File: src/hdl/core_consts.svh
`ifndef CORE_CONSTS_SVH
`define CORE_CONSTS_SVH

`define CORE_RESET_PC 64'h0

// major opcodes
`define OPC_OP     7'b0110011
`define OPC_OP_IMM 7'b0010011
`define OPC_LUI    7'b0110111
`define OPC_LOAD   7'b0000011
`define OPC_STORE  7'b0100011
`define OPC_BRANCH 7'b1100011
`define OPC_JAL    7'b1101111

`define F3_ADD_SUB 3'b000
`define F3_XOR     3'b100
`define F3_OR      3'b110
`define F3_AND     3'b111
`define F3_DOUBLE  3'b011
`define F3_BEQ     3'b000

`define F7_BASE 7'b0000000
`define F7_SUB  7'b0100000

`endif
File: src/hdl/core_pkg.sv
package core_pkg;

	typedef logic [63:0] word_t;
	typedef logic [4:0] reg_addr_t;

	// OP_NONE is a bubble
	typedef enum logic [3:0] {
		OP_NONE,
		OP_ADD,
		OP_SUB,
		OP_AND,
		OP_OR,
		OP_XOR,
		OP_ADDI,
		OP_LUI,
		OP_LD,
		OP_SD,
		OP_BEQ,
		OP_JAL
	} op_t;

	typedef struct packed {
		logic [6:0] funct7;
		reg_addr_t rs2;
		reg_addr_t rs1;
		logic [2:0] funct3;
		reg_addr_t rd;
		logic [6:0] opcode;
	} r_view_t;

	// store and branch layout
	typedef struct packed {
		logic [6:0] imm_hi;
		reg_addr_t rs2;
		reg_addr_t rs1;
		logic [2:0] funct3;
		logic [4:0] imm_lo;
		logic [6:0] opcode;
	} s_view_t;

	typedef union packed {
		r_view_t r_fields;
		s_view_t s_fields;
	} instr_u;

endpackage

File: src/hdl/stage_if.sv
`timescale 1ns/100ps

interface stage_if;
	import core_pkg::*;

	op_t op;
	reg_addr_t rd;
	reg_addr_t rs1;
	reg_addr_t rs2;
	word_t a;
	word_t b;
	word_t imm;
	word_t pc;

	modport src (
		output op,
		output rd,
		output rs1,
		output rs2,
		output a,
		output b,
		output imm,
		output pc
	);

	modport dst (
		input op,
		input rd,
		input rs1,
		input rs2,
		input a,
		input b,
		input imm,
		input pc
	);
endinterface

File: src/hdl/decode.sv
`timescale 1ns/100ps
`include "core_consts.svh"

module decode (
	input logic clk,
	input logic reset,
	input logic stall,
	input logic redirect,
	input core_pkg::word_t redirect_pc,
	output logic ireq_valid,
	output core_pkg::word_t ireq_addr,
	input logic iresp_data_ok,
	input logic [31:0] iresp_data,
	output core_pkg::reg_addr_t ra1,
	output core_pkg::reg_addr_t ra2,
	input core_pkg::word_t rd1,
	input core_pkg::word_t rd2,
	stage_if.src dec_ex,
	output logic fetch_wait
);
	import core_pkg::*;

	word_t pc;
	word_t imm;
	logic buf_valid;
	logic [31:0] buf_word;
	instr_u instr;
	op_t op;
	reg_addr_t rd;
	logic [19:0] upper;

	// a word that arrives while the pipeline holds is parked in the buffer
	assign ireq_valid = !buf_valid;
	assign ireq_addr = pc;
	assign fetch_wait = !buf_valid && !iresp_data_ok;

	assign instr = buf_valid ? buf_word : iresp_data;
	assign ra1 = instr.r_fields.rs1;
	assign ra2 = instr.r_fields.rs2;
	assign upper = {instr.r_fields.funct7, instr.r_fields.rs2, instr.r_fields.rs1,
		instr.r_fields.funct3};

	always_comb begin
		op = OP_NONE;
		imm = {{52{instr.r_fields.funct7[6]}}, instr.r_fields.funct7, instr.r_fields.rs2};
		case (instr.r_fields.opcode)
			`OPC_OP: begin
				case ({instr.r_fields.funct7, instr.r_fields.funct3})
					{`F7_BASE, `F3_ADD_SUB}: op = OP_ADD;
					{`F7_SUB, `F3_ADD_SUB}: op = OP_SUB;
					{`F7_BASE, `F3_XOR}: op = OP_XOR;
					{`F7_BASE, `F3_OR}: op = OP_OR;
					{`F7_BASE, `F3_AND}: op = OP_AND;
					default: op = OP_NONE;
				endcase
			end
			`OPC_OP_IMM: if (instr.r_fields.funct3 == `F3_ADD_SUB) op = OP_ADDI;
			`OPC_LOAD: if (instr.r_fields.funct3 == `F3_DOUBLE) op = OP_LD;
			`OPC_LUI: begin
				op = OP_LUI;
				imm = {{32{upper[19]}}, upper, 12'b0};
			end
			`OPC_STORE: begin
				if (instr.s_fields.funct3 == `F3_DOUBLE) op = OP_SD;
				imm = {{52{instr.s_fields.imm_hi[6]}}, instr.s_fields.imm_hi,
					instr.s_fields.imm_lo};
			end
			`OPC_BRANCH: begin
				if (instr.s_fields.funct3 == `F3_BEQ) op = OP_BEQ;
				imm = {{51{instr.s_fields.imm_hi[6]}}, instr.s_fields.imm_hi[6],
					instr.s_fields.imm_lo[0], instr.s_fields.imm_hi[5:0],
					instr.s_fields.imm_lo[4:1], 1'b0};
			end
			`OPC_JAL: begin
				op = OP_JAL;
				imm = {{43{upper[19]}}, upper[19], upper[7:0], upper[8], upper[18:9], 1'b0};
			end
			default: op = OP_NONE;
		endcase
		// rd bits are immediate bits for these
		rd = (op == OP_SD || op == OP_BEQ || op == OP_NONE) ? '0 : instr.r_fields.rd;
	end

	always_ff @(posedge clk) begin
		if (reset) begin
			pc <= `CORE_RESET_PC;
			buf_valid <= 1'b0;
			dec_ex.op <= OP_NONE;
		end else if (!stall) begin
			pc <= redirect ? redirect_pc : pc + 64'd4;
			buf_valid <= 1'b0;
			dec_ex.op <= redirect ? OP_NONE : op;
		end else if (iresp_data_ok && !buf_valid) begin
			buf_valid <= 1'b1;
		end
	end

	always_ff @(posedge clk) begin
		if (stall && iresp_data_ok && !buf_valid) begin
			buf_word <= iresp_data;
		end
		if (!stall) begin
			dec_ex.rd <= rd;
			dec_ex.rs1 <= instr.r_fields.rs1;
			dec_ex.rs2 <= instr.r_fields.rs2;
			dec_ex.a <= rd1;
			dec_ex.b <= rd2;
			dec_ex.imm <= imm;
			dec_ex.pc <= pc;
		end
	end
endmodule

File: src/flat_wrapper.sv
// flat-port wrapper written by rule: the top's interface ports become plain ports
module decode_flat import core_pkg::*;
  (clk, reset, stall, redirect, redirect_pc, ireq_valid, ireq_addr, iresp_data_ok, iresp_data, ra1, ra2, rd1, rd2, fetch_wait, dec_ex_op, dec_ex_rd, dec_ex_rs1, dec_ex_rs2, dec_ex_a, dec_ex_b, dec_ex_imm, dec_ex_pc);
  stage_if dec_ex_i ();
  input logic clk;
  input logic reset;
  input logic stall;
  input logic redirect;
  input core_pkg::word_t redirect_pc;
  output logic ireq_valid;
  output core_pkg::word_t ireq_addr;
  input logic iresp_data_ok;
  input logic [31:0] iresp_data;
  output core_pkg::reg_addr_t ra1;
  output core_pkg::reg_addr_t ra2;
  input core_pkg::word_t rd1;
  input core_pkg::word_t rd2;
  output logic fetch_wait;
  output wire logic [$bits(dec_ex_i.op)-1:0] dec_ex_op;
  output wire logic [$bits(dec_ex_i.rd)-1:0] dec_ex_rd;
  output wire logic [$bits(dec_ex_i.rs1)-1:0] dec_ex_rs1;
  output wire logic [$bits(dec_ex_i.rs2)-1:0] dec_ex_rs2;
  output wire logic [$bits(dec_ex_i.a)-1:0] dec_ex_a;
  output wire logic [$bits(dec_ex_i.b)-1:0] dec_ex_b;
  output wire logic [$bits(dec_ex_i.imm)-1:0] dec_ex_imm;
  output wire logic [$bits(dec_ex_i.pc)-1:0] dec_ex_pc;
  assign dec_ex_op = dec_ex_i.op;
  assign dec_ex_rd = dec_ex_i.rd;
  assign dec_ex_rs1 = dec_ex_i.rs1;
  assign dec_ex_rs2 = dec_ex_i.rs2;
  assign dec_ex_a = dec_ex_i.a;
  assign dec_ex_b = dec_ex_i.b;
  assign dec_ex_imm = dec_ex_i.imm;
  assign dec_ex_pc = dec_ex_i.pc;
  decode u_core (.clk(clk), .reset(reset), .stall(stall), .redirect(redirect), .redirect_pc(redirect_pc), .ireq_valid(ireq_valid), .ireq_addr(ireq_addr), .iresp_data_ok(iresp_data_ok), .iresp_data(iresp_data), .ra1(ra1), .ra2(ra2), .rd1(rd1), .rd2(rd2), .dec_ex(dec_ex_i), .fetch_wait(fetch_wait));
endmodule
File: config.mk
export PLATFORM = sky130hd
export DESIGN_NAME = decode_flat
export DESIGN_NICKNAME = d
export VERILOG_FILES = /design/src/hdl/core_pkg.sv /design/src/hdl/stage_if.sv /design/src/hdl/decode.sv /design/src/flat_wrapper.sv
export VERILOG_INCLUDE_DIRS = /design/src /design/src/hdl
export SDC_FILE = /design/constraint.sdc
export NUM_CORES = 1
export LEC_CHECK = 0
export BUFFER_PORTS_ARGS = -buffer_cell sky130_fd_sc_hd__buf_2
export CELL_PAD_IN_SITES_DETAIL_PLACEMENT = 1
export CELL_PAD_IN_SITES_GLOBAL_PLACEMENT = 1
export CORE_AREA = 3 3 227 229
export CTS_CLUSTER_SIZE = 24
export DETAILED_ROUTE_END_ITERATION = 10
export DIE_AREA = 0 0 230 232
export GPL_ROUTABILITY_DRIVEN = 0
export PLACE_DENSITY = 0.65
export SYNTH_ARGS = -nofsm -noshare
export SYNTH_HDL_FRONTEND = slang
export SYNTH_SLANG_ARGS = --single-unit
File: constraint.sdc
create_clock -name clk -period 8.5 [get_ports clk]
set_input_delay 0.425 -clock clk [delete_from_list [all_inputs] [get_ports clk]]
set_output_delay 0.425 -clock clk [all_outputs]
set_load 0.05 [all_outputs]
; Word level (Yosys, flattened, before mapping)
; Cells that the tools add are included.
[word_totals]
input_bits = 229
word_cells = 49
ff_bits = 340
out_inout_bits = 351
[classes]
bitwise_logic = 1
addsub = 1
n_eq_ne = 14
reduce_logical = 12
mux = 10
[ops]
columns = cell, count
row1 = $pmux 31 s4, 1
row2 = $add 64x3->64 const B, 1
row3 = $mux 64, 1
row4 = $mux 32, 1
row5 = $eq 10x3->1 const B, 3
row6 = $pmux 4 s7, 1
row7 = $eq 7x6->1 const B, 3
row8 = $mux 4, 4
row9 = $pmux 3 s5, 1
row10 = $eq 7x7->1 const B, 2
row11 = $eq 10x9->1 const B, 1
row12 = $logic_not 10->1, 1
row13 = $eq 4x4->1 const B, 2
row14 = $eq 7x2->1 const B, 1
row15 = $eq 7x5->1 const B, 1
row16 = $logic_and 1x1->1, 4
row17 = $logic_not 4->1, 1
row18 = $eq 3x2->1 const B, 1
row19 = $logic_not 3->1, 1
row20 = $mux 3, 1
row21 = $logic_not 1->1, 2
row22 = $logic_or 1x1->1, 2
row23 = $reduce_or 2->1, 1
row24 = $not 1->1, 1

; Logic depth before layout (Yosys ltp)
[depth]
word_depth = 7
ltp_mapped = 9
ltp_nobuf = 7

; Worst setup path before layout
; Ideal clock, no wire load.
[synth_timing]
path_kind = in2reg
start = input stall
end = register u_core.pc[11], in the netlist u_core.ireq_addr[11]
arrival_time_ns = 7.869
n_path_buf = 3
setup_time_ns = 0.475
t_required_ns = 8.025
path_stages = 5
setup_slack_ns = 0.155
path_cell_list = inv_1 clkbuf_1 clkbuf_1 buf_1 a211oi_1
[synth_lines]
columns = item, line_no
row1 = "start, declared", flat_wrapper.sv:7  ; input logic stall;
row2 = "end signal, assigned", decode.sv:86  ; pc <= `CORE_RESET_PC;
row3 = "end signal, assigned", decode.sv:90  ; pc <= redirect ? redirect_pc : pc + 64'd4;
row4 = "end, declared", decode.sv:23  ; word_t pc;
; No word-level cell between the ends.

; Worst setup path in the final report
[layout_timing]
start = register u_core.buf_valid
end = register u_core.dec_ex.rd[3] (data pin)
[layout_via]
elab_chain_cells = 7
elab_cells_between_ends = 26
classes_between = eq/ne: 14 / mux: 7 / reduce/logical: 5
[layout_rtl]
columns = item, line_no
row1 = "start, declared", decode.sv:25  ; logic buf_valid;
row2 = "start signal, assigned", decode.sv:87  ; buf_valid <= 1'b0;
row3 = "start signal, assigned", decode.sv:91  ; buf_valid <= 1'b0;
row4 = "start signal, assigned", decode.sv:94  ; buf_valid <= 1'b1;
row5 = $mux 32 *, decode.sv:37  ; assign instr = buf_valid ? buf_word : iresp_data;
row6 = "$eq 10x3->1, or another cell as far along", decode.sv:48  ; case ({instr.r_fields.funct7, instr.r_fields.funct3})
row7 = "$pmux 3 s5, or another cell as far along", decode.sv:48
row8 = $pmux 4 s7, decode.sv:46  ; case (instr.r_fields.opcode)
row9 = $eq 4x4->1, decode.sv:81  ; rd = (op == OP_SD || op == OP_BEQ || op == OP_NONE) ? '0 : instr.r_fields.rd;
row10 = $logic_or 1x1->1 (2 in a row), decode.sv:81
row11 = "end, declared", stage_if.sv:17  ; output rd,
; Every way passes the cells marked *; elsewhere a longest branch is shown, timed or not.
; A chain may end at the register's enable or synchronous reset.

==> flow_summary.ini <==
[finish]
area_growth_pct = 33.7
layout-drive-gt1-share_pct = 42.2
final_common_cell = buf_2
mostFrequentLayoutCells = buf_2, edfxtp_1, nor2_1, a21oi_1, nand2_1
fin_nets = 1819
final_cell_area_um2 = 18300
fillers = 5664

[grt]
grt_pass1_vias = 11300
track_usage_pct = 18.5
grt_first_pass_wirelength_um = 74600
grt_overflow_total = 0
antenna_found_initial = 19
grt_max_degree = 174

[floorplanning]
die_w_um = 230
rows = 82
die_y_um = 232
die-area_um2 = 53400
ios = 580
core-area_um2 = 49900
initial_core_util_pct = 27.4

[route]
drc = 0
drt-pass1-iter-count = 5
drt-initial-drc-count = 602
postRouteAntennaNets = 0
wl_per_cell_um = 22.7
drt_wl_total_um = 52100
via_per_inst = 4.81
vias = 11000

[timing]
max_freq_mhz = 290
finalHoldViolCount = 0
finalSetupViolations = 0
max_slew_margin_pct = 14.8
slew_violations = 0
period_share_pct = 40.6
worst_pin_slew_ns = 1.28
rsz0062_at_grt = false
min_period_ns = 3.45
skew_ns = 0.0172
setup_tns_ns = 0

[yosys]
synth.area.top_cells = edfxtp_1, dfxtp_1, a21oi_1
synth_xor_area_share_pct = 0.128
synth-main-ff-cell = edfxtp_1
synthArstFlopShare_pct = 0
synth_nets = 1281
synth_top_family_by_area = simple AND/OR/NAND/NOR gates
syn_avg_cell_area_um2 = 13.0
yosys_warnings = 0
synth_adder_area_share_pct = 0.0915
synth_edf_count = 271
ys_types = 73
synth_cells = 1051
ys_seq_elements = 340
seq_area_frac_synth_pct = 69.6
synth_top_area_share_pct = 59.5
syn_area_um2 = 13700
synthSimpleGateAreaFrac_pct = 11.8
yosys.area.top_type = edfxtp_1
synth_compound_area_share_pct = 11.3
muxShareOfSynthArea_pct = 2.56

[setup_path]
critPathLaunchType = flop
worstPathRequired_ns = 8.75
worst-setup-path-type = reg2reg
r2r_end = u_core.dec_ex.rd[3]
r2r_cells = 7
path_max_fanout = 52
cp-end-kind = flop
ff2ff_setup_slack_ns = 5.05
crit_end = u_core.dec_ex.rd[3]
r2r_start = u_core.buf_valid
startpoint = u_core.buf_valid
critPathArrivalTime_ns = 3.70

[clock_network]
cts_resized = 0
cts_tree = yes
hold_buffers = 0
cts_buffers = 41
clk_pin_slew_ns = 0.06
cts_root_buf = clkbuf_16
cts_buffer_depth = 3
post_cts_buffers = 0
cts_sinks = 340
cts_max_level = 2
clkLatencyLatePin_ns = 0.55

[run_status]
outcome = completed

[job]
maxCapViolCount = 0

[hold_path]
hold_class = in2reg

[placement]
dpl_cell_area_um2 = 17000
port_buffers = 579
dp_hpwl_um = 39100

[pwr]
irDropWorstVdd_v = 0.000111
cellLeakagePower_nw = 7.42
pwr_density_cell_nw_per_um2 = 242
## logic make-up (layout without fill, tap and decap cells)
kind of cell	after synthesis	after routing
AOI/OAI and AO/OA	241	241
xor gates and xnor gates	2	2
adders and majority gates	1	1
buffers and inverters	117	685
DFF	340	340
muxes	34	34
other	0	3
and+or+nand+nor	316	316
## synth_stat cells, drive strengths merged, types with 6 or more instances
library cell and instances:
dfxtp 69, nand3b 7, a211oi 6, nor4 12, nand3 39, a22oi 18, and2 9, nor2 87
or4 9, o21a 7, edfxtp 271, buf 58, o21ai 48, a21oi 71, o211ai 9, o22ai 9
nand4 17, or3 9, mux2 8, mux2i 26, o31ai 6, a31oi 21, inv 22, clkbuf 37
nand2 70, and3 17, nor3 18
## how the worst min path moves through the flow
stage | end | slack, ns | cells after the start | start
finish | u_core.dec_ex.a[7] | 0.05 | 1 | rd1[7]
global route | u_core.dec_ex.a[59] | 0.02 | 1 | rd1[59]
CTS | u_core.dec_ex.a[5] | 0.009 | 1 | rd1[5]
detailed placement | u_core.dec_ex.op[0] | 0.46 | 2 | u_core.dec_ex.op[0]
global placement | u_core.dec_ex.op[0] | 0.46 | 2 | u_core.dec_ex.op[0]
floorplan | u_core.buf_word[0] | 0.52 | 0 | iresp_data[0]
## flip-flops by register name (all words and copies together) (netlist names)
signal and count:
u_core.dec_ex.b 64, u_core.dec_ex.rd 5, u_core.dec_ex.rs1 5, u_core.dec_ex.a 64, u_core.dec_ex.op 4, u_core.buf_valid 1, u_core.dec_ex.rs2 5, u_core.ireq_addr 64
u_core.dec_ex.imm 32, u_core.buf_word 32, u_core.dec_ex.pc 64
## stage by stage
stage                     instances  utilization [%]  worst slack [ns]  hold slack (ns)  power, mW
final                          2294             36.7              5.05           0.0497       4.43
after global routing           2293             36.7              4.70           0.0194       4.59
after CTS                      2291             36.7              4.91          0.00864       4.49
after detailed placement       2218             34.1              4.34            0.460       2.77
after global placement         2218             34.1              4.44            0.457       2.76
after floorplan                1051                -             0.155            0.524       2.56
## routing by layer
layer	track usage (%)	routed length [um]
met2	33.1	26500
met1	21.1	20100
met4	5.59	1500
met5	0	126
met3	5.68	3880
## power by group
group / total, mW / switching (mW) / internal [mW]
Combinational: 0.750 / 0.592 / 0.158
Sequential: 1.98 / 0.0609 / 1.92
Clock: 1.70 / 0.689 / 1.01
## worst max-delay path, cell delays in order, from the launching register on
cell and delay [ns]:
dfxtp_2 0.31, buf_4 0.51, or3b_2 0.27, a22oi_1 0.10, o21ai_1 0.52, o31ai_1 0.21, o32ai_1 1.01, a21oi_1 0.18
## layout make-up
cell class | instances | area (um^2) | area share [%]
diodes | 3 | 7.51 | 0.0411
inverters | 22 | 90.1 | 0.493
repair buffers | 590 | 2990 | 16.4
flip-flops and latches | 340 | 9520 | 52.1
clock buffers | 54 | 1100 | 6.04
clock inverters | 19 | 183 | 0.999
well taps | 672 | 841 | 4.60
multi-input cells | 594 | 3550 | 19.4
Power figures use the tool's default switching activity.
