--- config.mk ---
export PLATFORM = sky130hd
export DESIGN_NAME = result_flat
export DESIGN_NICKNAME = d
export VERILOG_FILES = /design/src/hdl/core_consts.svh /design/src/hdl/core_pkg.sv /design/src/hdl/stage_if.sv /design/src/hdl/result.sv /design/src/flat_wrapper.sv
export SDC_FILE = /design/constraint.sdc
export NUM_CORES = 1
export LEC_CHECK = 0
export ABC_AREA = 0
export BUFFER_PORTS_ARGS = -buffer_cell sky130_fd_sc_hd__buf_4
export CAP_MARGIN = 5
export CORE_AREA = 2 2 209 211
export DETAILED_ROUTE_END_ITERATION = 7
export DIE_AREA = 0 0 211 213
export MAX_ROUTING_LAYER = met4
export PLACE_DENSITY = 0.47
export SKIP_CTS_REPAIR_TIMING = 1
export SLEW_MARGIN = 20
export SYNTH_ARGS = -nofsm -noshare
export SYNTH_HDL_FRONTEND = slang
export SYNTH_SLANG_ARGS = --single-unit
--- constraint.sdc ---
create_clock -name clk -period 15.2 [get_ports clk]
set_input_delay 3.04 -clock clk [delete_from_list [all_inputs] [get_ports clk]]
set_output_delay 3.04 -clock clk [all_outputs]
set_load 0.03 [all_outputs]
--- src/hdl/core_consts.svh ---
`ifndef CORE_CONSTS_SVH
`define CORE_CONSTS_SVH

`define CORE_RESET_PC 64'h0

// major opcodes
`define OPC_OP     7'b0110011
`define OPC_OP_IMM 7'b0010011
`define OPC_LUI    7'b0110111
`define OPC_LOAD   7'b0000011
`define OPC_STORE  7'b0100011
`define OPC_BRANCH 7'b1100011
`define OPC_JAL    7'b1101111

`define F3_ADD_SUB 3'b000
`define F3_XOR     3'b100
`define F3_OR      3'b110
`define F3_AND     3'b111
`define F3_DOUBLE  3'b011
`define F3_BEQ     3'b000

`define F7_BASE 7'b0000000
`define F7_SUB  7'b0100000

`endif
--- src/hdl/core_pkg.sv ---
package core_pkg;

	typedef logic [63:0] word_t;
	typedef logic [4:0] reg_addr_t;

	// OP_NONE is a bubble
	typedef enum logic [3:0] {
		OP_NONE,
		OP_ADD,
		OP_SUB,
		OP_AND,
		OP_OR,
		OP_XOR,
		OP_ADDI,
		OP_LUI,
		OP_LD,
		OP_SD,
		OP_BEQ,
		OP_JAL
	} op_t;

	typedef struct packed {
		logic [6:0] funct7;
		reg_addr_t rs2;
		reg_addr_t rs1;
		logic [2:0] funct3;
		reg_addr_t rd;
		logic [6:0] opcode;
	} r_view_t;

	// store and branch layout
	typedef struct packed {
		logic [6:0] imm_hi;
		reg_addr_t rs2;
		reg_addr_t rs1;
		logic [2:0] funct3;
		logic [4:0] imm_lo;
		logic [6:0] opcode;
	} s_view_t;

	typedef union packed {
		r_view_t r_fields;
		s_view_t s_fields;
	} instr_u;

endpackage

--- src/hdl/stage_if.sv ---
`timescale 1ns/100ps

interface stage_if;
	import core_pkg::*;

	op_t op;
	reg_addr_t rd;
	reg_addr_t rs1;
	reg_addr_t rs2;
	word_t a;
	word_t b;
	word_t imm;
	word_t pc;

	modport src (
		output op,
		output rd,
		output rs1,
		output rs2,
		output a,
		output b,
		output imm,
		output pc
	);

	modport dst (
		input op,
		input rd,
		input rs1,
		input rs2,
		input a,
		input b,
		input imm,
		input pc
	);
endinterface

--- src/hdl/result.sv ---
`timescale 1ns/100ps

module result (
	input logic clk,
	input logic reset,
	stage_if.dst ex_res,
	output logic dreq_valid,
	output logic dreq_write,
	output core_pkg::word_t dreq_addr,
	output core_pkg::word_t dreq_data,
	input logic dresp_data_ok,
	input core_pkg::word_t dresp_data,
	output logic busy,
	output logic wb_valid,
	output core_pkg::reg_addr_t wb_rd,
	output core_pkg::word_t wb_data
);
	import core_pkg::*;

	logic is_load;
	logic is_mem;
	logic alu_write;
	logic done_q;
	logic done_hit;
	logic xfer;
	word_t done_pc;
	word_t load_q;

	assign is_load = (ex_res.op == OP_LD);
	assign is_mem = is_load || (ex_res.op == OP_SD);
	assign alu_write = (ex_res.op == OP_ADD) || (ex_res.op == OP_SUB) ||
		(ex_res.op == OP_AND) || (ex_res.op == OP_OR) || (ex_res.op == OP_XOR) ||
		(ex_res.op == OP_ADDI) || (ex_res.op == OP_LUI) || (ex_res.op == OP_JAL);

	// access already finished but the pipeline is still holding this op
	assign done_hit = done_q && is_mem && (done_pc == ex_res.pc);

	assign dreq_valid = is_mem && !done_hit;
	assign dreq_write = (ex_res.op == OP_SD);
	assign dreq_addr = ex_res.a;
	assign dreq_data = ex_res.b;
	assign xfer = dreq_valid && dresp_data_ok;

	assign busy = dreq_valid && !dresp_data_ok;

	assign wb_valid = alu_write || (is_load && (xfer || done_hit));
	assign wb_rd = ex_res.rd;
	assign wb_data = !is_load ? ex_res.a : done_hit ? load_q : dresp_data;

	always_ff @(posedge clk) begin
		if (reset) begin
			done_q <= 1'b0;
		end else if (xfer) begin
			done_q <= 1'b1;
		end else if (!done_hit) begin
			done_q <= 1'b0;
		end
	end

	always_ff @(posedge clk) begin
		if (xfer) begin
			done_pc <= ex_res.pc;
			load_q <= dresp_data;
		end
	end
endmodule

--- src/flat_wrapper.sv ---
// flat-port wrapper written by rule: the top's interface ports become plain ports
module result_flat import core_pkg::*;
  (clk, reset, dreq_valid, dreq_write, dreq_addr, dreq_data, dresp_data_ok, dresp_data, busy, wb_valid, wb_rd, wb_data, ex_res_op, ex_res_rd, ex_res_rs1, ex_res_rs2, ex_res_a, ex_res_b, ex_res_imm, ex_res_pc);
  stage_if ex_res_i ();
  input logic clk;
  input logic reset;
  output logic dreq_valid;
  output logic dreq_write;
  output core_pkg::word_t dreq_addr;
  output core_pkg::word_t dreq_data;
  input logic dresp_data_ok;
  input core_pkg::word_t dresp_data;
  output logic busy;
  output logic wb_valid;
  output core_pkg::reg_addr_t wb_rd;
  output core_pkg::word_t wb_data;
  input wire logic [$bits(ex_res_i.op)-1:0] ex_res_op;
  input wire logic [$bits(ex_res_i.rd)-1:0] ex_res_rd;
  input wire logic [$bits(ex_res_i.rs1)-1:0] ex_res_rs1;
  input wire logic [$bits(ex_res_i.rs2)-1:0] ex_res_rs2;
  input wire logic [$bits(ex_res_i.a)-1:0] ex_res_a;
  input wire logic [$bits(ex_res_i.b)-1:0] ex_res_b;
  input wire logic [$bits(ex_res_i.imm)-1:0] ex_res_imm;
  input wire logic [$bits(ex_res_i.pc)-1:0] ex_res_pc;
  assign ex_res_i.op = ex_res_op;
  assign ex_res_i.rd = ex_res_rd;
  assign ex_res_i.rs1 = ex_res_rs1;
  assign ex_res_i.rs2 = ex_res_rs2;
  assign ex_res_i.a = ex_res_a;
  assign ex_res_i.b = ex_res_b;
  assign ex_res_i.imm = ex_res_imm;
  assign ex_res_i.pc = ex_res_pc;
  result u_core (.clk(clk), .reset(reset), .ex_res(ex_res_i), .dreq_valid(dreq_valid), .dreq_write(dreq_write), .dreq_addr(dreq_addr), .dreq_data(dreq_data), .dresp_data_ok(dresp_data_ok), .dresp_data(dresp_data), .busy(busy), .wb_valid(wb_valid), .wb_rd(wb_rd), .wb_data(wb_data));
endmodule
After elaboration in Yosys (flattened, before gate mapping)
Index checks and enable logic that the tools add are counted.
{"block": "word_totals", "word_cells": 37, "register_bits": 129, "output_inout_bits": 201, "input_bits": 342}
{"block": "op_classes", "n_eq_ne": 12, "reduce_logical": 18, "mux": 4}
{"operator": "64-bit two-way mux", "count": 2}
{"operator": "64-bit == test", "count": 1}
{"operator": "4-bit by 3-bit == test with 1-bit output (second input constant)", "count": 4}
{"operator": "4-bit == test (second input constant)", "count": 3}
{"operator": "1-bit logical OR", "count": 10}
{"operator": "4-bit by 2-bit == test with 1-bit output (second input constant)", "count": 2}
{"operator": "1-bit logical AND", "count": 6}
{"operator": "4-bit by 1-bit == test with 1-bit output (second input constant)", "count": 1}
{"operator": "1-bit logical NOT", "count": 2}
{"operator": "1-bit two-way mux", "count": 2}
{"operator": "2-bit != test (second input constant)", "count": 1}

Longest topological paths before layout
Gate-level depths: netlist of run 1.
{"block": "depth", "ltp_word": 10, "depth_mapped": 8}

Least setup slack after synthesis of run 1
No wires, ideal clock.
{"block": "synth_path", "path_kind": "input -> register", "from": "in ex_res_op[3]", "to": "reg u_core.done_pc[0] (enable)", "setup_slack_ns": 1.075, "cell_stages": 8, "arrival_ns": 13.328, "cell_sequence": "nor3b_2 > nand3_1 > nor4_1 > nand4_1 > clkbuf_1 > clkbuf_1 > nor2_1 > nor3b_1"}
{"block": "synth_via", "elab_chain_len": 7, "word_cells_on_any_way": 8}
{"element": "from (decl)", "line_no": "flat_wrapper.sv:17", "text": "input wire logic [$bits(ex_res_i.op)-1:0] ex_res_op;"}
{"element": "4-bit == test, on equally long branches", "line_no": "result.sv:29, result.sv:30"}
{"element": "1-bit logical OR (*)", "line_no": "result.sv:30", "text": "assign is_mem = is_load || (ex_res.op == OP_SD);"}
{"element": "1-bit logical AND (2 in series)", "line_no": "result.sv:36", "text": "assign done_hit = done_q && is_mem && (done_pc == ex_res.pc);"}
{"element": "1-bit logical NOT", "line_no": "result.sv:38", "text": "assign dreq_valid = is_mem && !done_hit;"}
{"element": "1-bit logical AND (*)", "line_no": "result.sv:38"}
{"element": "1-bit logical AND (*)", "line_no": "result.sv:42", "text": "assign xfer = dreq_valid && dresp_data_ok;"}
{"element": "via u_core.xfer", "line_no": "result.sv:25", "text": "logic xfer;"}
{"element": "to (signal assigned)", "line_no": "result.sv:62", "text": "done_pc <= ex_res.pc;"}
{"element": "to (decl)", "line_no": "result.sv:26", "text": "word_t done_pc;"}
Mark *: on every way through the listed nets, which the timed path passes. The rest lies on a longest branch.
A chain may end at the register's enable or synchronous reset.

Final worst setup path of run 1
{"block": "layout_path", "from": "in ex_res_pc[51]", "to": "out wb_data[2]"}
{"block": "layout_via", "elab_chain_len": 4}
{"element": "from (decl)", "line_no": "flat_wrapper.sv:24", "text": "input wire logic [$bits(ex_res_i.pc)-1:0] ex_res_pc;"}
{"element": "64-bit == test", "line_no": "result.sv:36"}
{"element": "1-bit logical AND", "line_no": "result.sv:36"}
{"element": "64-bit two-way mux (2 in series)", "line_no": "result.sv:48", "text": "assign wb_data = !is_load ? ex_res.a : done_hit ? load_q : dresp_data;"}
{"element": "to (decl)", "line_no": "flat_wrapper.sv:16", "text": "output core_pkg::word_t wb_data;"}
Every way passes these cells.

==> out/metrics.csv, run 1 <==
stage,metric,value,unit
detailed_routing,DRT Wirelength,26200,um
detailed_routing,Residual DRC,0,
finish,layout cells sized above 1,40.4,%
synthesis,synth warn,0,
detailed_routing,Iter 0 DRT Violations,354,
finish,Layout area overhead,32.5,%
detailed_routing,antenna-violating nets left,0,
grt,vias in the first global route,6105,
run_status,status,finished clean,
detailed_routing,Vias/cell,4.12,
synthesis,sequential fraction of the synthesis area,49.8,%
critical_path,Setup Crit Path Kind,input port to output port,
pwr,Sw Share,27.5,%
critical_path,CP most frequent cell,buf_4,
critical_path,Worst setup SP type,input port,
pwr,Leakage,3.66,nW
clocking,Root Driver,clkbuf_16,
critical_path,R2R setup slack,11.63,ns
timing,Setup TNS,0,ns
min_path,min-delay worst type,flop to flop,
detailed_routing,Wirelength per Cell,17.6,um
pwr,peak supply drop,0.0000715,V
synthesis,cell count after synthesis,756,
grt,GRT Total Usage,11.5,%
timing,max_slew headroom,52.7,%
critical_path,Critical Path RT,12.16,ns
floorplanning,Initial Util,18.2,%
synthesis,Seq cells post-synth,129,
critical_path,CP Cell Sequence,buf_4 > xor2_1 > a221o_1 > nor4_1 > nand2_2 > buf_4 > or3_1 > a31oi_1 > buf_4,
timing,final slew viol count,0,
critical_path,"Largest stage delay, worst path",0.52,ns
pwr,Gate power share,17.7,%
pwr,total power per unit cell area,97.0,nW/um^2
pwr,clock share of power,41.6,%
clocking,H-tree levels,4,
timing,crit path time final,9.03,ns
placed_design,port bufs,330,
placed_design,GPL Wtd Cong,0.746,
synthesis,Post-synth EDFFs,128,
synthesis,Synth Net Count,1098,
pwr,Reg power frac,40.7,%
synthesis,Post-synth ARST share,0,%
grt,pin count of the biggest net entering global routing,68,
flow_run,max_cap viols,0,
critical_path,"delay-heaviest family, CP",simple AND/OR/NAND/NOR gates,
detailed_routing,total number of vias,6150,
synthesis,Yosys cell types,36,
timing,# setup viols final,0,
pwr,Pint,0.724,mW
timing,final hold vios,0,
clocking,Skew-Pair Late Insertion Delay,0.43,ns
pwr,switching power total,0.275,mW
critical_path,slowest stage cell on the critical path,nand2_2,
finish,Non-Filler Instances,1491,
clocking,Clock Tree Buf Depth,2,
detailed_routing,Initial DRT Pass Iterations,6,
critical_path,CP Buf/Inv Count,3,
floorplanning,die height,213,um
clocking,"CTS clk-pin slew, worst paths",0.06,ns
synthesis,top_reg_cell synth,edfxtp_1,
finish,Layout fillers,4573,
floorplanning,row count,76,
timing,Post-Route Skew,0.0146,ns
grt,number of antenna violations at the first check in global routing,1,
placed_design,DP HPWL,19600,um
timing,unrepaired setup endpoints after global routing,no,
finish,multi-input logic area,2540,sq um
floorplanning,I/O Pins,543,
placed_design,Placed Instances,1459,
finish,nets,1274,
synthesis,Mapped Area,7770,sq um
timing,Final Cycle Share,59.4,%
clocking,CTS Buf Count,17,
clocking,clock tree sinks,129,
clocking,clock tree from TritonCTS,done,
finish,Register Area,3860,sq um
floorplanning,die area,44900,sq um
floorplanning,Core ar.,42700,sq um
timing,actual slew at the worst max-slew pin,0.708,ns
floorplanning,die width,211,um
synthesis,Mean Syn Cell Area,10.3,sq um
critical_path,element type at the critical path end,output port,
grt,first-pass GRT wire length,37100,um
grt,gr ovfl total,0,
critical_path,Worst Path Arrival,5.99,ns
timing,FMAX,111,MHz
critical_path,worst-path maximum fanout,33,
routing by layer:
| layer | up-vias | part of all wire [%] | GRT usage (%) |
|---|---|---|---|
| met5 | - | 0 | - |
| met4 | 0 | 2.7 | 5.05 |
| met3 | 50 | 8.1 | 4.06 |
| met2 | 260 | 49 | 19.0 |
| met1 | 2874 | 40 | 12.7 |
| li1 | 2966 | - | - |
through the flow:
stage                     hold slack (ns)  setup slack [ns]  util (%)  power, mW  instance area, sq um
final                                1.22              6.17      24.1      0.999                 10300
after global placement               1.28              6.04      22.7      0.593                  9710
after detailed placement             1.26              6.05      22.7      0.594                  9710
after global routing                 1.36              5.92      24.1       1.04                 10300
after floorplan                     0.904              1.07         -      0.550                  7770
after CTS                            1.27              6.05      24.1       1.02                 10300
cell type report:
cell class / count / share of cell area [%]
sequential: 129 / 37.5
clock buffer: 17 / 4.13
timing repair buffer: 345 / 25.2
antenna: 1 / 0.0243
multi-input combinational: 429 / 24.6
tap: 546 / 6.64
clock inverter: 14 / 1.48
inverter: 10 / 0.365
state kept, by name, indices dropped and copies added (netlist names):
signal / count
u_core.done_pc: 64
u_core.load_q: 64
u_core.done_q: 1
synthesized netlist by cell type, types with 2 or more instances:
master,number,area [sq um]
buf_4,133,998
or3_1,64,400
inv_1,10,37.5
xnor2_1,50,438
nor2_1,68,255
nand4_1,13,81.3
nor2b_1,4,25.0
a31oi_1,64,400
o22ai_1,2,12.5
nand2_1,5,18.8
nor4_1,4,25.0
clkbuf_1,40,150
o21ai_1,4,20.0
nor3_1,2,10.0
nand3_1,65,325
clkbuf_8,13,179
edfxtp_1,128,3840
o21ai_0,64,320
nand2b_1,5,31.3
o2111ai_1,2,17.5
power by group through the flow:
| stage | clock [mW] | sequential (mW) | combinational (mW) |
|---|---|---|---|
| after floorplan | 0 | 0.416 | 0.134 |
| after global placement | 0 | 0.414 | 0.179 |
| after detailed placement | 0 | 0.414 | 0.180 |
| after CTS | 0.433 | 0.407 | 0.180 |
| after global routing | 0.444 | 0.408 | 0.191 |
| final | 0.415 | 0.407 | 0.177 |
layout by cell type, fill, tap and decap left out, types with 4 or more instances in the layout:
master and n:
nand2_1 4, nor2_1 67, a31oi_1 64, nand2b_1 5, nor4_1 4, clkbuf_16 17, or3_1 64, edfxtp_1 128
inv_1 10, nor2b_1 4, o21ai_1 4, nand4_1 13, o21ai_0 64, xnor2_1 50, nand3_1 65, buf_4 345
inv_6 6
worst paths after layout:
path                                                    from                         end  cells after the start
worst min register to register    u_core.done_q$_SDFFE_PP0P_  u_core.done_q$_SDFFE_PP0P_                      6
worst min-delay path              u_core.done_q$_SDFFE_PP0P_  u_core.done_q$_SDFFE_PP0P_                      6
worst max register to register  u_core.done_pc[31]$_DFFE_PP_  u_core.load_q[9]$_DFFE_PP_                     10
worst max-delay path                           ex_res_pc[51]                  wb_data[2]                      9
cell families after synthesis:
family	after synthesis	synth area share (%)
flip-flops	129	49.8
XOR/XNOR	51	5.75
buffers and inverters	198	17.8
AO/OA/AOI/OAI	143	11.0
AND/OR/NAND/NOR	235	15.7
worst reg2reg max path, stage by stage, from the launching register on:
cell	delay, ns
edfxtp_1	0.38
nor2b_4	0.05
a2111o_1	0.42
a2111oi_4	0.39
buf_4	0.43
nand4_1	0.19
buf_4	0.29
nor2_1	0.26
nor3b_2	0.08
buf_4	0.30
buf_4	0.41
No activity file was read; power rests on OpenSTA's default activity.
==> inputs of run 2 (changes only) <==
Clock period 15.2 ns to 9.4 ns, I/O delays scaled along.
==> run 2 against run 1 <==
Against the previous run: wire length is 3.8% lower; non-clock buffer count down 3; count of clock-buffer cells in the layout rose by 3; design area down 0.38%; largest power group is now sequential cells; highest routed layer unchanged.
==> out/metrics.csv, run 2 (synthesis gave the netlist of run 1 again) <==
stage,metric,value,unit,change
detailed_routing,antenna-violating nets left,0,,unchanged
clocking,"CTS clk-pin slew, worst paths",0.07,ns,about the same
clocking,Root Driver,clkbuf_16,,
flow_run,max_cap viols,0,,unchanged
finish,fin util,24.0,%,-0.091 points
timing,final hold vios,0,,unchanged
placed_design,DP Worst Slack,2.76,ns,-3.30 ns
clocking,H-tree levels,4,,unchanged
finish,number of diodes,0,,-1
grt,first-pass GRT wire length,36200,um,-2.3%
min_path,min-delay worst type,flop to flop,,
timing,max_slew headroom,35.0,%,-18 points
timing,actual slew at the worst max-slew pin,0.972,ns,+0.265 ns
floorplanning,die area,44900,sq um,unchanged
detailed_routing,total number of vias,6071,,-1.3%
critical_path,reg-to-reg startpoint,u_core.done_pc[31]$_DFFE_PP_,,
detailed_routing,Initial DRT Pass Iterations,5,,-1
timing,final slew viol count,0,,unchanged
floorplanning,Core ar.,42700,sq um,unchanged
placed_design,placed cell area,9710,sq um,about the same
critical_path,Critical Path RT,7.52,ns,-4.64 ns
finish,final instance area,10300,sq um,-0.38%
grt,GRT Total Usage,11.2,%,-0.39 points
grt,number of antenna violations at the first check in global routing,0,,-1
grt,gr ovfl total,0,,unchanged
timing,unrepaired setup endpoints after global routing,no,,
floorplanning,I/O Pins,543,,unchanged
floorplanning,Initial Util,18.2,%,unchanged
grt,vias in the first global route,5986,,-1.9%
floorplanning,row count,76,,unchanged
finish,highest-count cells in the layout ignoring fill and taps,"buf_4, edfxtp_1, nor2_1",,
critical_path,R2R setup slack,5.97,ns,-5.66 ns
detailed_routing,Residual DRC,0,,unchanged
clocking,clock tree from TritonCTS,done,,
floorplanning,die width,211,um,unchanged
pwr,total power,1.58,mW,+58%
clocking,clock tree sinks,129,,unchanged
timing,Final Cycle Share,70.2,%,
placed_design,DP HPWL,18700,um,-4.8%
critical_path,element type at the critical path end,output port,,
critical_path,Worst Path Arrival,4.72,ns,-1.27 ns
pwr,total power per unit cell area,154,nW/um^2,+59%
timing,hold_ws,1.29,ns,+0.0677 ns
finish,Non-Filler Instances,1488,,-0.20%
pwr,peak supply drop,0.000117,V,+63%
timing,FMAX,152,MHz,
detailed_routing,Iter 0 DRT Violations,340,,-4.0%
timing,Setup TNS,0,ns,unchanged
timing,Post-Route Skew,0.0125,ns,-0.00203 ns
detailed_routing,DRT Wirelength,25200,um,-3.8%
placed_design,port bufs,330,,unchanged
finish,largest registers,"u_core.done_pc (64), u_core.load_q (64), u_core.done_q (1)",,
floorplanning,die height,213,um,unchanged
timing,final worst slack,2.80,ns,-3.37 ns
pwr,Leakage,3.63,nW,-0.95%
critical_path,Setup Crit Path Kind,input port to output port,,
clocking,Clock Tree Buf Depth,2,,unchanged
critical_path,worst-path maximum fanout,71,,+120%
critical_path,Worst Setup SP,ex_res_pc[56],,
grt,pin count of the biggest net entering global routing,94,,+38%
placed_design,GPL Wtd Cong,0.707,,-5.2%
clocking,Skew-Pair Late Insertion Delay,0.43,ns,about the same
timing,# setup viols final,0,,unchanged
critical_path,r2r endpoint,u_core.load_q[37]$_DFFE_PP_,,
finish,layout cells sized above 1,40.0,%,-0.34 points
critical_path,worst r2r path cells,9,,-1
finish,Layout area overhead,32.0,%,
placed_design,Placed Instances,1456,,-0.21%
finish,"commonest non-fill, non-tap cell in the layout",buf_4,,
finish,nets,1271,,-0.24%
timing,crit path time final,6.60,ns,
run_status,status,finished clean,,
detailed_routing,Vias/cell,4.08,,-1.1%
clocking,CTS Buf Count,17,,unchanged
critical_path,Worst setup SP type,input port,,
detailed_routing,Wirelength per Cell,16.9,um,-3.6%
critical_path,CP endpoint,wb_data[26],,
run 2: changes by cell type in the layout (fill, tap and decap cells not counted), sizes merged:
| cell | delta |
|---|---|
| bufinv | -1 |
| inv | -3 |
| clkinvlp | +2 |
| diode | -1 |
| clkbuf | +3 |
| buf | -3 |
run 2: report_power, final:
part | switching (mW) | leakage [nW] | internal [mW]
registers | 0.00548 | 1.17 | 0.652
logic | 0.158 | 2.20 | 0.126
clock network | 0.271 | 0.255 | 0.364
total | 0.435 | 3.63 | 1.14
run 2: critical path, cell delays in order:
cell and delay [ns]:
buf_4 0.12, xnor2_1 0.14, nand4_1 0.13, nor4_1 0.49, nand4_1 0.14, buf_4 0.32, buf_4 0.39, or3_1 0.41
a31oi_1 0.35, buf_4 0.24
run 2: routing by layer:
layer  global-route usage [%]  vias to the layer above  part of all wire [%]
met3                     4.63                       47                   9.7
met5                        -                        -                     0
li1                         -                     2960                     -
met4                     4.59                        0                   2.9
met2                     17.5                      276                    47
met1                     12.6                     2788                    40
run 2: worst min path at each step:
stage / cells past startpoint / endpoint / startpoint / slack (ns)
after floorplan: 6 / u_core.done_q$_SDFFE_PP0P_ / u_core.done_q$_SDFFE_PP0P_ / 0.90
after global placement: 6 / u_core.done_q$_SDFFE_PP0P_ / u_core.done_q$_SDFFE_PP0P_ / 1.35
after detailed placement: 6 / u_core.done_q$_SDFFE_PP0P_ / u_core.done_q$_SDFFE_PP0P_ / 1.35
after CTS: 6 / u_core.done_q$_SDFFE_PP0P_ / u_core.done_q$_SDFFE_PP0P_ / 1.37
after global routing: 6 / u_core.done_q$_SDFFE_PP0P_ / u_core.done_q$_SDFFE_PP0P_ / 1.43
final: 6 / u_core.done_q$_SDFFE_PP0P_ / u_core.done_q$_SDFFE_PP0P_ / 1.29
run 2: layout make-up:
type	instances	area [sq um]
clock buffers	20	437
fillers	4629	32400
repair buffers	342	2580
inverters	10	37.5
clock inverters	12	109
multi-input cells	429	2540
well taps	546	683
flip-flops and latches	129	3860
==> inputs of run 3 (changes only) <==
Settings changed: ABC_AREA 0 to 1, CORE_AREA 2 2 209 211 to 2 2 211 213, DIE_AREA 0 0 211 213 to 0 0 213 215, PLACE_DENSITY 0.47 to 0.49.
Clock period 9.4 ns to 5.7 ns, I/O delays scaled along.
==> run 3 against run 2 <==
Against the previous run: non-clock buffer count down 1; synthesized cell count increased by 40%; largest cell class unchanged; critical endpoint is now wb_data[35]; largest power group is now the clock network; count of clock-buffer cells in the layout down 2; critical path type unchanged.
==> out/metrics.csv, run 3 <==
stage,metric,value,unit,change
synthesis,Post-synth ARST share,0,%,unchanged
synthesis,Area contributors post-synth,"edfxtp_1, nand2_1, buf_4",,
timing,final hold vios,0,,unchanged
timing,actual slew at the worst max-slew pin,1.05,ns,+0.0770 ns
critical_path,Setup Crit Path Kind,input port to output port,,
grt,first-pass GRT wire length,38400,um,+6.1%
synthesis,Yosys cell types,19,,-47%
clocking,clock tree sinks,129,,unchanged
critical_path,CP Buf/Inv Count,3,,-1
synthesis,synth warn,0,,unchanged
detailed_routing,antenna-violating nets left,0,,unchanged
critical_path,slowest stage cell on the critical path,buf_4,,
synthesis,Post-synth top cells,"nand2_1, inv_1, buf_4",,
clocking,Skew-Pair Late Insertion Delay,0.44,ns,about the same
grt,GRT Total Usage,11.6,%,+0.45 points
grt,GR Util met2,18.8,%,+1.3 points
finish,Layout area overhead,32.7,%,
synthesis,Mapped Area,8290,sq um,+6.8%
grt,gr ovfl total,0,,unchanged
critical_path,CP Cell Sequence,buf_4 > nor2_1 > nor2_1 > nor2_1 > nand2_1 > nor2_1 > nand2_1 > nor2_4 > buf_4 > nand4_1 > nand3_1 > nand2_1 > buf_4,,
placed_design,DP HPWL,18700,um,about the same
pwr,Leakage,5.51,nW,+52%
timing,max_slew headroom,30.0,%,-5.0 points
grt,global routing's busiest layer,met2,,
placed_design,GPL Wtd Cong,0.753,,+6.5%
critical_path,"delay-heaviest family, CP",simple AND/OR/NAND/NOR gates,,
finish,number of diodes,0,,unchanged
floorplanning,Core ar.,43600,sq um,+2.2%
pwr,total power,2.64,mW,+68%
floorplanning,row count,77,,+1.3%
synthesis,Seq cells post-synth,129,,unchanged
finish,nets,1584,,+25%
finish,multi-input logic area,2430,sq um,-4.4%
clocking,Clock Tree Buf Depth,2,,unchanged
critical_path,"Largest stage delay, worst path",0.66,ns,+0.17 ns
detailed_routing,Vias/cell,3.78,,-7.4%
synthesis,Synth Net Count,1398,,+27%
finish,highest-count cells in the layout ignoring fill and taps,"buf_4, nand2_1, inv_1",,
synthesis,top_reg_cell synth,edfxtp_1,,
floorplanning,die width,213,um,+0.95%
flow_run,max_cap viols,0,,unchanged
detailed_routing,Residual DRC,0,,unchanged
finish,layout cells sized above 1,30.1,%,-9.9 points
detailed_routing,DRT Wirelength,26000,um,+3.1%
finish,largest registers,"u_core.done_pc (64), u_core.load_q (64), u_core.done_q (1)",,
synthesis,Mean Syn Cell Area,7.85,sq um,-24%
synthesis,cell count after synthesis,1056,,+40%
detailed_routing,Wirelength per Cell,14.1,um,-17%
floorplanning,Initial Util,19.0,%,+0.81 points
pwr,total power per unit cell area,240,nW/um^2,+56%
critical_path,Worst setup SP type,input port,,
timing,hold_ws,0.880,ns,-0.406 ns
pwr,peak supply drop,0.000186,V,+60%
critical_path,element type at the critical path end,output port,,
detailed_routing,Iter 0 DRT Violations,283,,-17%
critical_path,Critical Path RT,4.56,ns,-2.96 ns
placed_design,DP Worst Slack,1.15,ns,-1.61 ns
clocking,clock tree from TritonCTS,done,,
timing,FMAX,221,MHz,
detailed_routing,Initial DRT Pass Iterations,5,,unchanged
grt,number of antenna violations at the first check in global routing,1,,+1
timing,unrepaired setup endpoints after global routing,no,,
clocking,Root Driver,clkbuf_16,,
timing,Setup TNS,0,ns,unchanged
synthesis,sequential fraction of the synthesis area,46.6,%,-3.1 points
run_status,status,finished clean,,
grt,vias in the first global route,6643,,+11%
grt,pin count of the biggest net entering global routing,66,,-30%
timing,Post-Route Skew,0.0119,ns,-0.000667 ns
grt,met3 usage,2.84,%,-1.8 points
timing,final slew viol count,0,,unchanged
synthesis,leading area contributor after synthesis,edfxtp_1,,
min_path,min-delay worst type,input port to flop,,
synthesis,Post-synth EDFFs,128,,unchanged
synthesis,top cell type's share of synthesized area,46.4,%,-3.1 points
critical_path,CP most frequent cell,nor2_1,,
floorplanning,die height,215,um,+0.94%
synthesis,most common cell in the netlist,nand2_1,,
clocking,"CTS clk-pin slew, worst paths",0.07,ns,about the same
placed_design,port bufs,330,,unchanged
timing,# setup viols final,0,,unchanged
critical_path,worst-path maximum fanout,64,,-9.9%
grt,met1 Use GR,13.4,%,+0.89 points
clocking,CTS Buf Count,17,,unchanged
floorplanning,die area,45800,sq um,+1.9%
clocking,H-tree levels,4,,unchanged
floorplanning,I/O Pins,543,,unchanged
critical_path,Worst Path Arrival,3.39,ns,-1.33 ns
detailed_routing,total number of vias,6981,,+15%
timing,crit path time final,4.53,ns,
timing,final worst slack,1.17,ns,-1.63 ns
timing,Final Cycle Share,79.5,%,
finish,Layout fillers,4812,,+4.0%
finish,"commonest non-fill, non-tap cell in the layout",buf_4,,
finish,Register Area,3860,sq um,unchanged
[run 3: cell count changes after synthesis, sizes merged, moves of 4 or more]
cell,previous run,this run
a31oi,64,0
buf,135,162
clkbuf,53,12
inv,10,214
nand2,5,309
nand2b,5,0
nand4,13,70
nor2,68,63
nor2b,5,0
nor4,4,0
o21ai,68,11
or3,64,0
xnor2,50,12
[run 3: routing by layer]
metal  wire length (um)  vias up  part of all wire, %
met1              10900     3165                   42
met4                817        0                  3.1
met2              12700      230                   49
met5                  0        -                    0
met3               1560       67                  6.0
li1                   -     3519                    -
[run 3: layout make-up]
class	instances	share of cell area (%)
timing repair buffer	341	23.6
clock buffer	18	3.90
inverter	214	7.30
sequential	129	35.1
tap	592	6.73
multi-input combinational	539	22.1
clock inverter	14	1.26
[run 3: final timing paths]
| kind | endpoint | depth (start not counted) | slack, ns | startpoint |
|---|---|---|---|---|
| worst max-delay path | wb_data[35] | 13 | 1.17 | ex_res_pc[60] |
| worst min-delay path | u_core.load_q[6]$_DFFE_PP_ | 1 | 0.88 | dresp_data[6] |
| worst min register to register | u_core.done_q$_SDFFE_PP0P_ | 7 | 1.29 | u_core.done_pc[0]$_DFFE_PP_ |
| worst max register to register | u_core.done_pc[27]$_DFFE_PP_ | 9 | 2.60 | u_core.done_pc[23]$_DFFE_PP_ |
[run 3: cell families after synthesis]
| family | Yosys count | share of synthesized area, % |
|---|---|---|
| AO/OA/AOI/OAI | 12 | 0.755 |
| XOR/XNOR | 15 | 1.58 |
| buffers and inverters | 388 | 24.7 |
| flip-flops | 129 | 46.6 |
| AND/OR/NAND/NOR | 512 | 26.4 |
[run 3: where the power goes]
group / total, mW / internal [mW] / switching, mW
combinational: 0.467 / 0.205 / 0.262
clock: 1.09 / 0.640 / 0.451
sequential: 1.08 / 1.08 / 0.00938
total: 2.64 / 1.92 / 0.722
[run 3: stage by stage]
| stage | instance area (sq um) | util (%) | instances |
|---|---|---|---|
| 3_5_place_dp | 10400 | 23.9 | 1815 |
| 6_report | 11000 | 25.2 | 1847 |
| 4_1_cts | 11000 | 25.2 | 1847 |
| 2_1_floorplan | 8300 | - | 1056 |
| 5_1_grt | 11000 | 25.2 | 1847 |
| 3_3_place_gp | 10400 | 23.9 | 1815 |
